[config.mk]
export PLATFORM = sky130hd
export DESIGN_NAME = imu_reader_top
export DESIGN_NICKNAME = d
export VERILOG_FILES = /design/src/imu_pkg.sv /design/src/i2c_line_sync.sv /design/src/i2c_master.sv /design/src/i2c_scl_gen.sv /design/src/imu_reader_top.sv /design/src/imu_sample_assembler.sv /design/src/imu_sequencer.sv
export VERILOG_INCLUDE_DIRS = /design/src /design/src/include
export SDC_FILE = /design/constraint.sdc
export NUM_CORES = 1
export LEC_CHECK = 0
export ABC_AREA = 1
export BUFFER_PORTS_ARGS = -buffer_cell sky130_fd_sc_hd__buf_4
export CELL_PAD_IN_SITES_DETAIL_PLACEMENT = 2
export CELL_PAD_IN_SITES_GLOBAL_PLACEMENT = 2
export CORE_AREA = 2 2 184 186
export CTS_CLUSTER_DIAMETER = 50
export DETAILED_ROUTE_END_ITERATION = 8
export DIE_AREA = 0 0 186 188
export GPL_TIMING_DRIVEN = 1
export PLACE_DENSITY = 0.89
export SLEW_MARGIN = 10
export SYNTH_ARGS = -nofsm -noshare
export SYNTH_HDL_FRONTEND = slang
export SYNTH_SLANG_ARGS = --single-unit
export TNS_END_PERCENT = 50
[constraint.sdc]
create_clock -name clk_i -period 11.2 [get_ports clk_i]
set_input_delay 2.24 -clock clk_i [delete_from_list [all_inputs] [get_ports clk_i]]
set_output_delay 2.24 -clock clk_i [all_outputs]
set_load 0.02 [all_outputs]
[src/include/imu_defines.svh]
// I2C bus timing in clk_i cycles and the MPU6050 register map, included by RTL and testbench
`ifndef IMU_DEFINES_SVH
`define IMU_DEFINES_SVH

// scl half periods
`define IMU_SCL_LOW_CYC     8'd10
`define IMU_SCL_HIGH_CYC    8'd10

// offsets counted from the last scl edge
`define IMU_START_SETUP_CYC 8'd4   // start setup and sda sample point after rise
`define IMU_DATA_HOLD_CYC   8'd2   // sda change after fall
`define IMU_STOP_SETUP_CYC  8'd3   // sda rise after scl rise for stop
`define IMU_RELEASE_CYC     8'd4   // stop to scl release

// sensor
`define IMU_DEV_ADDR        7'h68
`define IMU_REG_PWR         8'h6B
`define IMU_REG_WHOAMI      8'h75
`define IMU_REG_ACCEL       8'h3B  // ACCEL_XOUT_H, start of the burst
`define IMU_BURST_LEN       4'd14
`define IMU_ERR_ID          8'hE9  // shown on who_am_i after a nack

`endif

[src/imu_pkg.sv]
// struct types shared by the I2C master and the IMU reader, imported by the RTL modules
package imu_pkg;

    // one transaction for the i2c master
    typedef struct packed {
        logic       rw;        // 1 = read
        logic [7:0] reg_addr;
        logic [7:0] wdata;     // write only
        logic [3:0] byte_len;  // bytes to read
    } i2c_req_t;

    typedef struct packed {
        logic busy;
        logic nack;  // held until the next request
    } i2c_status_t;

    // one received byte, valid for a single cycle
    typedef struct packed {
        logic [7:0] data;
        logic       valid;
    } i2c_rdata_t;

    // burst fields in register order, temperature dropped
    typedef struct packed {
        logic signed [15:0] ax;
        logic signed [15:0] ay;
        logic signed [15:0] az;
        logic signed [15:0] gx;
        logic signed [15:0] gy;
        logic signed [15:0] gz;
    } imu_sample_t;

endpackage

[src/i2c_line_sync.sv]
// SDA input synchronizer and SCL edge flags that time the I2C bit engine
`timescale 1ns/1ns

module i2c_line_sync (
    input  logic clk_i,
    input  logic rst_i,
    input  logic sda_i,
    input  logic scl_level_i,
    output logic sda_sync_o,
    output logic scl_rise_o,
    output logic scl_fall_o
);

    logic sda_meta;
    logic scl_d;

    always_ff @(posedge clk_i or posedge rst_i) begin
        if (rst_i) begin
            sda_meta   <= 1'b1;  // released line reads high
            sda_sync_o <= 1'b1;
            scl_d      <= 1'b1;
        end else begin
            sda_meta   <= sda_i;
            sda_sync_o <= sda_meta;
            scl_d      <= scl_level_i;
        end
    end

    assign scl_rise_o = scl_level_i & ~scl_d;
    assign scl_fall_o = ~scl_level_i & scl_d;

endmodule

[src/i2c_master.sv]
// I2C master for 8-bit register writes and burst reads, driving open-drain enables
`timescale 1ns/1ns
`include "imu_defines.svh"

module i2c_master import imu_pkg::*; (
    input  logic        clk_i,
    input  logic        rst_i,
    input  logic        req_valid_i,
    input  i2c_req_t    req_i,
    input  logic        sda_i,
    output i2c_status_t status_o,
    output i2c_rdata_t  rdata_o,
    output logic        scl_oe_o,
    output logic        sda_oe_o
);

    typedef enum logic [3:0] {
        ST_IDLE, ST_START, ST_TX, ST_ACK_RX, ST_RESTART,
        ST_RX, ST_ACK_TX, ST_ACK_END, ST_STOP, ST_RELEASE
    } state_t;

    // byte of the frame now on the wire
    typedef enum logic [1:0] {STEP_ADDR_W, STEP_REG, STEP_WDATA, STEP_ADDR_R} step_t;

    state_t     state;
    step_t      step;
    i2c_req_t   req_q;
    logic       en_scl;
    logic       sda_out;  // 0 pulls the line low
    logic       scl_level;
    logic [7:0] phase_cnt;
    logic       sda_sync;
    logic       scl_rise;
    logic       scl_fall;
    logic       rise_seen;
    logic       fall_seen;
    logic       drive_pt;
    logic       samp_pt;
    logic [3:0] bit_cnt;
    logic [3:0] byte_cnt;
    logic       last_byte;
    logic [7:0] tx_sr;
    logic [7:0] rx_sr;

    i2c_scl_gen scl_gen_i (
        .clk_i       (clk_i),
        .rst_i       (rst_i),
        .en_i        (en_scl),
        .scl_level_o (scl_level),
        .phase_cnt_o (phase_cnt)
    );

    i2c_line_sync line_sync_i (
        .clk_i       (clk_i),
        .rst_i       (rst_i),
        .sda_i       (sda_i),
        .scl_level_i (scl_level),
        .sda_sync_o  (sda_sync),
        .scl_rise_o  (scl_rise),
        .scl_fall_o  (scl_fall)
    );

    // one drive point per low phase, one sample point per high phase
    assign drive_pt = fall_seen && (phase_cnt == `IMU_DATA_HOLD_CYC);
    assign samp_pt  = rise_seen && (phase_cnt == `IMU_START_SETUP_CYC);

    assign scl_oe_o = en_scl & ~scl_level;
    assign sda_oe_o = ~sda_out;

    always_ff @(posedge clk_i or posedge rst_i) begin
        if (rst_i) begin
            rise_seen <= 1'b0;
            fall_seen <= 1'b0;
        end else if (!en_scl) begin
            rise_seen <= 1'b0;
            fall_seen <= 1'b0;
        end else begin
            rise_seen <= scl_rise | (rise_seen & ~samp_pt & ~scl_fall);
            fall_seen <= scl_fall | (fall_seen & ~drive_pt & ~scl_rise);
        end
    end

    always_ff @(posedge clk_i or posedge rst_i) begin
        if (rst_i) begin
            state     <= ST_IDLE;
            step      <= STEP_ADDR_W;
            req_q     <= '0;
            en_scl    <= 1'b0;
            sda_out   <= 1'b1;
            bit_cnt   <= '0;
            byte_cnt  <= '0;
            last_byte <= 1'b0;
            tx_sr     <= '0;
            rx_sr     <= '0;
            status_o  <= '0;
            rdata_o   <= '0;
        end else begin
            rdata_o.valid <= 1'b0;
            case (state)
                ST_IDLE: if (req_valid_i) begin
                    req_q           <= req_i;
                    status_o.busy   <= 1'b1;
                    status_o.nack   <= 1'b0;
                    en_scl          <= 1'b1;
                    step            <= STEP_ADDR_W;
                    tx_sr           <= {`IMU_DEV_ADDR, 1'b0};
                    bit_cnt         <= '0;
                    byte_cnt        <= '0;
                    state           <= ST_START;
                end
                ST_START: if (scl_level && phase_cnt == `IMU_START_SETUP_CYC) begin
                    sda_out <= 1'b0;  // start
                    state   <= ST_TX;
                end
                ST_TX: if (drive_pt) begin
                    if (bit_cnt == 4'd8) begin
                        sda_out <= 1'b1;  // hand the line to the slave ack
                        bit_cnt <= '0;
                        state   <= ST_ACK_RX;
                    end else begin
                        sda_out <= tx_sr[7];
                        tx_sr   <= {tx_sr[6:0], 1'b0};
                        bit_cnt <= bit_cnt + 4'd1;
                    end
                end
                ST_ACK_RX: if (samp_pt) begin
                    if (sda_sync) begin
                        // no ack, abort and let scl float high
                        status_o.busy <= 1'b0;
                        status_o.nack <= 1'b1;
                        en_scl        <= 1'b0;
                        state         <= ST_IDLE;
                    end else begin
                        case (step)
                            STEP_ADDR_W: begin
                                tx_sr <= req_q.reg_addr;
                                step  <= STEP_REG;
                                state <= ST_TX;
                            end
                            STEP_REG: begin
                                tx_sr <= req_q.wdata;
                                step  <= STEP_WDATA;
                                state <= req_q.rw ? ST_RESTART : ST_TX;
                            end
                            STEP_WDATA: state <= ST_STOP;  // single byte write
                            default:    state <= ST_RX;
                        endcase
                    end
                end
                ST_RESTART: if (samp_pt) begin
                    sda_out <= 1'b0;  // repeated start
                    tx_sr   <= {`IMU_DEV_ADDR, 1'b1};
                    step    <= STEP_ADDR_R;
                    state   <= ST_TX;
                end
                ST_RX: if (samp_pt) begin
                    rx_sr <= {rx_sr[6:0], sda_sync};  // msb first
                    if (bit_cnt == 4'd7) begin
                        rdata_o.data  <= {rx_sr[6:0], sda_sync};
                        rdata_o.valid <= 1'b1;
                        last_byte     <= (byte_cnt == req_q.byte_len - 4'd1);
                        byte_cnt      <= byte_cnt + 4'd1;
                        bit_cnt       <= '0;
                        state         <= ST_ACK_TX;
                    end else begin
                        bit_cnt <= bit_cnt + 4'd1;
                    end
                end
                ST_ACK_TX: if (drive_pt) begin
                    sda_out <= last_byte;  // nack after the last byte
                    state   <= ST_ACK_END;
                end
                ST_ACK_END: if (drive_pt) begin
                    sda_out <= ~last_byte;  // held low into the stop
                    state   <= last_byte ? ST_STOP : ST_RX;
                end
                ST_STOP: begin
                    if (drive_pt) begin
                        sda_out <= 1'b0;
                    end else if (rise_seen && phase_cnt == `IMU_STOP_SETUP_CYC) begin
                        sda_out <= 1'b1;  // stop
                        state   <= ST_RELEASE;
                    end
                end
                ST_RELEASE: if (phase_cnt == `IMU_STOP_SETUP_CYC + `IMU_RELEASE_CYC) begin
                    en_scl        <= 1'b0;  // before scl can fall again
                    status_o.busy <= 1'b0;
                    state         <= ST_IDLE;
                end
                default: state <= ST_IDLE;
            endcase
        end
    end

endmodule

[src/i2c_scl_gen.sv]
// SCL divider for the I2C master, high with a cleared phase count whenever it is disabled
`timescale 1ns/1ns
`include "imu_defines.svh"

module i2c_scl_gen (
    input  logic       clk_i,
    input  logic       rst_i,
    input  logic       en_i,
    output logic       scl_level_o,
    output logic [7:0] phase_cnt_o
);

    logic phase_end;

    // last cycle of the current half period
    assign phase_end = scl_level_o ? (phase_cnt_o == `IMU_SCL_HIGH_CYC - 8'd1)
                                   : (phase_cnt_o == `IMU_SCL_LOW_CYC - 8'd1);

    always_ff @(posedge clk_i or posedge rst_i) begin
        if (rst_i) begin
            scl_level_o <= 1'b1;
            phase_cnt_o <= '0;
        end else if (!en_i) begin
            scl_level_o <= 1'b1;  // idle bus level
            phase_cnt_o <= '0;
        end else if (phase_end) begin
            scl_level_o <= ~scl_level_o;
            phase_cnt_o <= '0;
        end else begin
            phase_cnt_o <= phase_cnt_o + 8'd1;
        end
    end

endmodule

[src/imu_reader_top.sv]
// MPU6050 reader top level, connecting sequencer, I2C master and sample assembler
`timescale 1ns/1ns

module imu_reader_top import imu_pkg::*; #(
    parameter int unsigned WAKE_DELAY_CYC = 100_000_000  // cycles after the wake write
) (
    input  logic        clk_i,
    input  logic        rst_i,
    input  logic        sda_i,
    output logic        scl_oe_o,
    output logic        sda_oe_o,
    output logic        sample_valid_o,
    output logic        error_o,
    output logic [7:0]  who_am_i_o,
    output logic [31:0] data1_o,
    output logic [31:0] data2_o,
    output logic [31:0] data3_o
);

    i2c_req_t    req;
    logic        req_valid;
    i2c_status_t status;
    i2c_rdata_t  rdata;
    logic        burst_start;

    imu_sequencer #(
        .WAKE_DELAY_CYC (WAKE_DELAY_CYC)
    ) seq_i (
        .clk_i         (clk_i),
        .rst_i         (rst_i),
        .status_i      (status),
        .rdata_i       (rdata),
        .req_o         (req),
        .req_valid_o   (req_valid),
        .burst_start_o (burst_start),
        .error_o       (error_o),
        .who_am_i_o    (who_am_i_o)
    );

    i2c_master master_i (
        .clk_i       (clk_i),
        .rst_i       (rst_i),
        .req_valid_i (req_valid),
        .req_i       (req),
        .sda_i       (sda_i),
        .status_o    (status),
        .rdata_o     (rdata),
        .scl_oe_o    (scl_oe_o),
        .sda_oe_o    (sda_oe_o)
    );

    imu_sample_assembler asm_i (
        .clk_i          (clk_i),
        .rst_i          (rst_i),
        .burst_start_i  (burst_start),
        .rdata_i        (rdata),
        .sample_valid_o (sample_valid_o),
        .data1_o        (data1_o),
        .data2_o        (data2_o),
        .data3_o        (data3_o)
    );

endmodule

[src/imu_sample_assembler.sv]
// collects burst bytes into the sample fields and publishes the three packed data words
`timescale 1ns/1ns
`include "imu_defines.svh"

module imu_sample_assembler import imu_pkg::*; (
    input  logic        clk_i,
    input  logic        rst_i,
    input  logic        burst_start_i,
    input  i2c_rdata_t  rdata_i,
    output logic        sample_valid_o,
    output logic [31:0] data1_o,
    output logic [31:0] data2_o,
    output logic [31:0] data3_o
);

    logic [3:0]  byte_idx;
    imu_sample_t acc_q;
    imu_sample_t acc_d;
    logic        last;

    // high byte first, bytes 6 and 7 are temperature
    always_comb begin
        acc_d = acc_q;
        case (byte_idx)
            4'd0:    acc_d.ax[15:8] = rdata_i.data;
            4'd1:    acc_d.ax[7:0]  = rdata_i.data;
            4'd2:    acc_d.ay[15:8] = rdata_i.data;
            4'd3:    acc_d.ay[7:0]  = rdata_i.data;
            4'd4:    acc_d.az[15:8] = rdata_i.data;
            4'd5:    acc_d.az[7:0]  = rdata_i.data;
            4'd8:    acc_d.gx[15:8] = rdata_i.data;
            4'd9:    acc_d.gx[7:0]  = rdata_i.data;
            4'd10:   acc_d.gy[15:8] = rdata_i.data;
            4'd11:   acc_d.gy[7:0]  = rdata_i.data;
            4'd12:   acc_d.gz[15:8] = rdata_i.data;
            4'd13:   acc_d.gz[7:0]  = rdata_i.data;
            default: ;
        endcase
    end

    assign last = rdata_i.valid && (byte_idx == `IMU_BURST_LEN - 4'd1);

    always_ff @(posedge clk_i) begin
        if (rdata_i.valid)
            acc_q <= acc_d;
    end

    always_ff @(posedge clk_i or posedge rst_i) begin
        if (rst_i) begin
            byte_idx       <= '0;
            sample_valid_o <= 1'b0;
            data1_o        <= '0;
            data2_o        <= '0;
            data3_o        <= '0;
        end else begin
            sample_valid_o <= last;
            if (burst_start_i)
                byte_idx <= '0;
            else if (rdata_i.valid)
                byte_idx <= byte_idx + 4'd1;
            if (last) begin  // words move together with the strobe
                data1_o <= {acc_d.ay, acc_d.ax};
                data2_o <= {acc_d.gx, acc_d.az};
                data3_o <= {acc_d.gz, acc_d.gy};
            end
        end
    end

endmodule

[src/imu_sequencer.sv]
// command sequencer: wakes the MPU6050, reads WHO_AM_I, then repeats 14-byte bursts
`timescale 1ns/1ns
`include "imu_defines.svh"

module imu_sequencer import imu_pkg::*; #(
    parameter int unsigned WAKE_DELAY_CYC = 100_000_000
) (
    input  logic        clk_i,
    input  logic        rst_i,
    input  i2c_status_t status_i,
    input  i2c_rdata_t  rdata_i,
    output i2c_req_t    req_o,
    output logic        req_valid_o,
    output logic        burst_start_o,
    output logic        error_o,
    output logic [7:0]  who_am_i_o
);

    typedef enum logic [2:0] {ST_REQ, ST_GO, ST_RUN, ST_DELAY, ST_ERROR} state_t;
    typedef enum logic [1:0] {OP_WAKE, OP_ID, OP_BURST} op_t;

    state_t      state;
    op_t         op;
    logic [31:0] delay_cnt;

    always_ff @(posedge clk_i or posedge rst_i) begin
        if (rst_i) begin
            state         <= ST_REQ;
            op            <= OP_WAKE;
            delay_cnt     <= '0;
            req_o         <= '0;
            req_valid_o   <= 1'b0;
            burst_start_o <= 1'b0;
            error_o       <= 1'b0;
            who_am_i_o    <= '0;
        end else begin
            req_valid_o   <= 1'b0;
            burst_start_o <= 1'b0;
            case (state)
                ST_REQ: if (!status_i.busy) begin
                    req_valid_o   <= 1'b1;
                    burst_start_o <= (op == OP_BURST);
                    state         <= ST_GO;
                    case (op)
                        OP_WAKE: req_o <= '{rw: 1'b0, reg_addr: `IMU_REG_PWR,
                                           wdata: 8'h00, byte_len: 4'd1};
                        OP_ID:   req_o <= '{rw: 1'b1, reg_addr: `IMU_REG_WHOAMI,
                                           wdata: 8'h00, byte_len: 4'd1};
                        default: req_o <= '{rw: 1'b1, reg_addr: `IMU_REG_ACCEL,
                                           wdata: 8'h00, byte_len: `IMU_BURST_LEN};
                    endcase
                end
                ST_GO: state <= ST_RUN;  // master busy shows up next cycle
                ST_RUN: begin
                    if (op == OP_ID && rdata_i.valid)
                        who_am_i_o <= rdata_i.data;
                    if (!status_i.busy) begin
                        state <= (op == OP_WAKE) ? ST_DELAY : ST_REQ;
                        if (op == OP_ID)
                            op <= OP_BURST;
                    end
                end
                ST_DELAY: begin
                    if (delay_cnt == WAKE_DELAY_CYC - 1) begin  // sensor out of sleep
                        delay_cnt <= '0;
                        op        <= OP_ID;
                        state     <= ST_REQ;
                    end else begin
                        delay_cnt <= delay_cnt + 32'd1;
                    end
                end
                default: begin
                    error_o    <= 1'b1;
                    who_am_i_o <= `IMU_ERR_ID;
                end
            endcase
            if (status_i.nack)
                state <= ST_ERROR;  // sticky
        end
    end

endmodule

==> flow_metrics.tcl, run 1 <==
set metrics [dict create \
    cp.required_ps 8960 \
    clock_skew_ps 32.8 \
    initial_utilization_pct 41.4 \
    fin_crit_ps 3820 \
    rsz0062_at_grt "no" \
    final_nets 1500 \
    layout_commonest_cell "nand2_1" \
    io_buffers 110 \
    p_comb_share_pct 0.7 \
    peakVddDrop_mv 0.117 \
    dpl_cell_area_sq_um 14900 \
    dp.cells 1890 \
    outcome "finished, final reports clean" \
    synth_cell_type_count 47 \
    final.period_utilization_pct 34.1 \
    layout_common_cells "299 x nand2_1, 211 x dfrtp_1, 135 x o21ai_0, 123 x nor2_1, 121 x inv_1" \
    cts.sinks 305 \
    yosysSeqAreaShare_pct 58.9 \
    die_area_sq_um 35000 \
    cts_buffer_depth 3 \
    grt_pass1_wl_um 83300 \
    first_pass_iters 5 \
    fillers 3367 \
    syn-instance-count 1368 \
    grt_max_degree 144 \
    die_y_um 188 \
    antenna_found_initial 0 \
    diodes 0 \
    async_flop_share_pct 71.1 \
    ys.flop_type "dfrtp_1" \
    drt_iter0_markers 793 \
    synth_compound_area_share_pct 7.44 \
    intPower_w 0.00191 \
    cp-start-kind "flip-flop" \
    seqPwrFrac_pct 45.8 \
    cap_violations 0 \
    tns_ps 0 \
    slowest_delay_ps 510 \
    ioPinCount 111 \
    rrSetupSlack_ps 8380 \
    htree_levels 2 \
    avgSynthCellArea_sq_um 10.0 \
    gr-total-overflow 0 \
    hold_path.class "reg -> reg" \
    dp_hpwl_um 29500 \
    hold_buffers 0 \
    design_area_sq_um 16200 \
    synthSimpleGateAreaFrac_pct 18.7 \
    power.density_nw_per_um2 153 \
    grt_pass1_vias 12886 \
    crit_chain "inv_1 -> nor2_1 -> buf_4" \
    routedWlPerCell_um 27.9 \
    swShare_pct 23.2 \
    cp.arrival_ps 1580 \
    worst_slew_pin_slew_ps 1110 \
    hold_viol 0 \
    slew_viol_final 0 \
    globalRouteTotalUtil_pct 31.8 \
    clk_pin_slew_ps 60 \
    clkPwrFrac_pct 53.5 \
    slew-limit-headroom_pct 26.2 \
    drc 0 \
    vias 11285 \
    critPathMaxFanout 8 \
    pre_cts_ws_ps 6830 \
    synth-edff-count 88 \
    clkLatencyLatePin_ps 570 \
    clock.fmax_mhz 262 \
    synth_area_sq_um 13700 \
    finalSetupViolations 0 \
    chipWidth_um 186 \
    post_cts_buffers 0 \
    synth_seq_cells 305 \
    fin_cells 1964 \
    via_per_inst 5.75 \
    cellLeakagePower_nw 7.71 \
    fin_ws_ps 7380 \
    totalWireLength_um 54900 \
    rows 67 \
    synth_adder_area_share_pct 1.19 \
    power.switching_w 0.000578 \
    synth_top_family_by_area "simple AND/OR/NAND/NOR gates" \
    multi_input_area_sq_um 4910 \
    synth-xor-area-share_pct 1.21 \
    cpMaxStageDelayCell "dfrtp_1" \
    ctsResizeCount 0 \
    gp_congestion 0.868 \
    numCtsBuffers 40 \
    drive_gt1_share_pct 20.6 \
    area_growth_pct 18.4 \
    yosysWarnings 0 \
    yosys-mux-area-fraction_pct 7.30 \
    end_kind "output pin" \
    ant_nets 0 \
    worstSetupPathType "reg -> out" \
    register_area_sq_um 8080 \
    cts_tree "done" \
    root_buffer "clkbuf_16" \
    core-area_sq_um 33100 \
    synth_nets 1384 \
]
[final timing paths]
kind,depth (start not counted),start,to
max,3,master_i.status_o[1]$_DFFE_PP0P_,scl_oe_o
min,0,master_i.line_sync_i.sda_meta$_DFF_PP1_,master_i.line_sync_i.sda_sync_o$_DFF_PP1_
max reg2reg,6,seq_i.state[2]$_DFFE_PP0P_,seq_i.delay_cnt[23]$_DFFE_PP0P_
min reg2reg,0,master_i.line_sync_i.sda_meta$_DFF_PP1_,master_i.line_sync_i.sda_sync_o$_DFF_PP1_
max in group asynchronous,3,rst_i,master_i.rdata_o[0]$_DFF_PP0_
min in group asynchronous,2,rst_i,seq_i.delay_cnt[30]$_DFFE_PP0P_
[cells by family after synthesis]
| logic type | Yosys count |
|---|---|
| and+or+nand+nor | 583 |
| DFF | 305 |
| AOI/OAI and AO/OA | 190 |
| buffers and inverters | 169 |
| muxes | 89 |
| xor gates and xnor gates | 19 |
| adders and majority gates | 13 |
[synthesized netlist by cell type, types with 2 or more instances]
cell / instances / share of area, %
buf_2: 17 / 0.62
edfxtp_1: 88 / 19
dfstp_2: 5 / 0.96
o21ai_0: 135 / 4.9
xor2_1: 13 / 0.83
dfrtp_1: 212 / 39
xnor2_1: 6 / 0.38
nand3_1: 85 / 3.1
nand3_2: 4 / 0.29
or2_2: 4 / 0.18
nand2_2: 6 / 0.27
nand2_1: 299 / 8.2
nand3b_1: 2 / 0.11
o21ai_1: 10 / 0.37
nor3b_1: 5 / 0.27
inv_2: 6 / 0.16
a211oi_1: 2 / 0.11
nand2_4: 2 / 0.16
mux2_1: 5 / 0.41
nor2_1: 123 / 3.4
a21oi_1: 32 / 1.2
nand4_1: 21 / 0.96
clkbuf_1: 13 / 0.36
mux2_2: 83 / 6.8
nor2_2: 9 / 0.41
ha_1: 13 / 1.2
nor2_4: 8 / 0.66
inv_1: 122 / 3.3
o31ai_1: 2 / 0.11
buf_6: 7 / 0.58
nor3_1: 11 / 0.40
buf_4: 3 / 0.16
[layout make-up]
class / count / area share, %
Multi-Input combinational cell: 894 / 30.3
Timing Repair Buffer: 114 / 5.27
Tap cell: 448 / 3.45
Sequential cell: 305 / 49.8
Inverter: 129 / 3.03
Clock inverter: 21 / 1.14
Clock buffer: 53 / 7.03
[critical path: cells and delay by family, from the launching register on]
kind,cells,cell delay [ps]
flops,1,510
simple gates,1,150
buf+inv,2,370
[per-layer routing]
layer	global-route usage, %	vias to the layer above	wire length, um
met1	37.4	5829	21400
li1	-	4800	-
met2	55.8	448	27800
met5	0	-	0
met4	15.2	0	2920
met3	5.61	208	2740
[power by group through the flow]
stage	combinational, W	sequential [W]	clock, W
finish	0.0000177	0.00114	0.00133
global route	0.0000206	0.00114	0.00138
detailed placement	0.0000182	0.00116	0
global placement	0.0000179	0.00116	0
floorplan	0.0000114	0.00116	0
CTS	0.0000190	0.00114	0.00134
[registers in the layout (all words and copies together), names as in the netlist, 2 cells and up]
register	cells
asm_i.acc_q	88
asm_i.byte_idx	4
asm_i.data1_o	32
asm_i.data2_o	32
asm_i.data3_o	32
master_i.bit_cnt	4
master_i.byte_cnt	4
master_i.rdata_o	9
master_i.req_q	6
master_i.rx_sr	7
master_i.scl_gen_i.phase_cnt_o	8
master_i.state	4
master_i.status_o	2
master_i.step	2
master_i.tx_sr	8
seq_i.delay_cnt	32
seq_i.op	2
seq_i.req_o	6
seq_i.state	3
seq_i.who_am_i_o	8
[per-stage QoR]
stage               hold slack [ps]  power, W  utilization (%)
floorplan                       345   0.00117                -
global placement                366   0.00118             45.0
detailed placement              350   0.00118             45.0
CTS                             370   0.00250             49.0
global route                    370   0.00254             49.0
finish                          372   0.00249             49.0
(Power assumes the default switching activity.)
==> inputs of run 2 (changes only) <==
--- a/config.mk
+++ b/config.mk
@@ -10,12 +10,12 @@
 export BUFFER_PORTS_ARGS = -buffer_cell sky130_fd_sc_hd__buf_4
 export CELL_PAD_IN_SITES_DETAIL_PLACEMENT = 2
 export CELL_PAD_IN_SITES_GLOBAL_PLACEMENT = 2
-export CORE_AREA = 2 2 184 186
+export CORE_AREA = 2 2 191 193
 export CTS_CLUSTER_DIAMETER = 50
 export DETAILED_ROUTE_END_ITERATION = 8
-export DIE_AREA = 0 0 186 188
+export DIE_AREA = 0 0 193 195
 export GPL_TIMING_DRIVEN = 1
-export PLACE_DENSITY = 0.89
+export PLACE_DENSITY = 0.84
 export SLEW_MARGIN = 10
 export SYNTH_ARGS = -nofsm -noshare
 export SYNTH_HDL_FRONTEND = slang
==> constraint.sdc (replaced) <==
create_clock -name clk_i -period 3.9 [get_ports clk_i]
set_input_delay 0.78 -clock clk_i [delete_from_list [all_inputs] [get_ports clk_i]]
set_output_delay 0.78 -clock clk_i [all_outputs]
set_load 0.02 [all_outputs]
==> run 2 against run 1 <==
Non-clock buffer count up 4. Clock power rose to 2.7 times the previous value. Clock skew is 11 ps lower. Sequential share of layout area barely moved. Core utilization is 3.2 points lower. Clock-buffer cell count decreased by 6. Via count shrank 6.9%. Critical path type is now reg -> reg. Largest power group unchanged.
==> flow_metrics.tcl, run 2 (same netlist as run 1, synthesis figures left out) <==
set metrics [dict create \
    outcome "finished, final reports clean" \
    fillers 3696 \
    multi_input_area_sq_um 4910 \
    cellLeakagePower_nw 7.71 \
    hold_buffers 0 \
    cp-start-kind "flip-flop" \
    final_nets 1502 \
    rrSetupSlack_ps 1370 \
    end_kind "flip-flop" \
    post_cts_buffers 0 \
    drc 0 \
    grt_pass1_vias 11944 \
    initial_utilization_pct 38.7 \
    clock.fmax_mhz 395 \
    first_pass_iters 5 \
    vias 10506 \
    antenna_found_initial 0 \
    cts_tree "done" \
    io_buffers 110 \
    rows 69 \
    cp.arrival_ps 2950 \
    routedWlPerCell_um 22.0 \
    ant_nets 0 \
    fin_ws_ps 1370 \
    core-area_sq_um 35400 \
    htree_levels 2 \
    hold_path.class "in -> async" \
    slew_viol_final 0 \
    cp.required_ps 4320 \
    clkLatencyLatePin_ps 540 \
    fin_crit_ps 2530 \
    final.period_utilization_pct 65.0 \
    cts.sinks 305 \
    drive_gt1_share_pct 20.7 \
    totalWireLength_um 43400 \
    grt_max_degree 89 \
    ioPinCount 111 \
    grt_pass1_wl_um 69200 \
    cap_violations 0 \
    via_per_inst 5.32 \
    timing.rr.end "asm_i.data1_o[1]$_DFFE_PP0P_" \
    hold_viol 0 \
    finalSetupViolations 0 \
    worstSetupPathType "reg -> reg" \
    cts_buffer_depth 3 \
    critPathMaxFanout 65 \
    numCtsBuffers 38 \
    worst_slew_pin_slew_ps 908 \
    diodes 0 \
    clock_skew_ps 22.2 \
    drt_iter0_markers 562 \
    r2r_start "master_i.rdata_o[0]$_DFF_PP0_" \
    die_y_um 195 \
    register_area_sq_um 8080 \
    root_buffer "clkbuf_16" \
    ctsResizeCount 0 \
    slew-limit-headroom_pct 39.2 \
    clk_pin_slew_ps 60 \
    gp_congestion 0.823 \
    largest_reg_flops 88 \
    layout_common_cells "299 x nand2_1, 211 x dfrtp_1, 135 x o21ai_0, 123 x nor2_1, 121 x inv_1" \
    globalRouteTotalUtil_pct 23.6 \
    layout_commonest_cell "nand2_1" \
    chipWidth_um 193 \
    power.density_nw_per_um2 428 \
    peakVddDrop_mv 0.357 \
    rsz0062_at_grt "no" \
    reg2reg_depth 4 \
    die_area_sq_um 37600 \
    tns_ps 0 \
    top_register "asm_i.acc_q" \
    area_growth_pct 18.4 \
    pre_cts_ws_ps 1410 \
    gr-total-overflow 0 \
    dp_hpwl_um 27700 \
]
-- run 2: worst max path at each step --
stage,from,to,slack [ps],depth (start not counted)
4_1_cts,master_i.rdata_o[0]$_DFF_PP0_,asm_i.data1_o[6]$_DFFE_PP0P_,1380,4
2_1_floorplan,master_i.rdata_o[0]$_DFF_PP0_,asm_i.data1_o[25]$_DFFE_PP0P_,210,5
5_1_grt,master_i.rdata_o[0]$_DFF_PP0_,asm_i.data1_o[6]$_DFFE_PP0P_,1260,4
3_5_place_dp,master_i.rdata_o[0]$_DFF_PP0_,asm_i.data1_o[6]$_DFFE_PP0P_,1410,4
3_3_place_gp,master_i.rdata_o[0]$_DFF_PP0_,asm_i.data1_o[2]$_DFFE_PP0P_,1500,4
6_report,master_i.rdata_o[0]$_DFF_PP0_,asm_i.data1_o[1]$_DFFE_PP0P_,1370,4
-- run 2: final cells by class --
class	count	area share, %
Sequential cell	305	49.8
Multi-Input combinational cell	894	30.3
Clock buffer	47	6.38
Timing Repair Buffer	118	5.61
Tap cell	461	3.55
Inverter	129	3.01
Clock inverter	22	1.38
-- run 2: metrics by stage --
step | instances | cell area (sq um) | utilization [%] | hold slack, ps | total power [W]
after floorplan | 1368 | 13700 | - | 345 | 0.00337
after global placement | 1907 | 15000 | 42.3 | 347 | 0.00340
after detailed placement | 1907 | 15000 | 42.3 | 349 | 0.00340
after CTS | 1976 | 16200 | 45.8 | 327 | 0.00700
after global routing | 1976 | 16200 | 45.8 | 337 | 0.00713
final | 1976 | 16200 | 45.8 | 327 | 0.00694
-- run 2: metal layers --
layer	vias to the layer above	share of wire, %	wire [um]	GRT usage, %
met4	0	3.2	1390	8.16
met5	-	0	0	0
met1	5415	41	17700	28.8
met3	85	3.7	1600	3.36
li1	4783	-	-	-
met2	223	52	22800	42.4
-- run 2: critical path, stage by stage (launching register included) --
cell and delay [ps]:
dfrtp_4 790, inv_1 310, nor2_4 170, buf_4 650, mux2_2 430
-- run 2: power by group --
group / leakage, nW / internal [W] / switching [W] / total [W]
Combinational: 3.64 / 0.00000694 / 0.0000476 / 0.0000546
Sequential: 3.44 / 0.00328 / 0.00000143 / 0.00328
Clock: 0.626 / 0.00216 / 0.00144 / 0.00360
Total: 7.71 / 0.00545 / 0.00149 / 0.00694
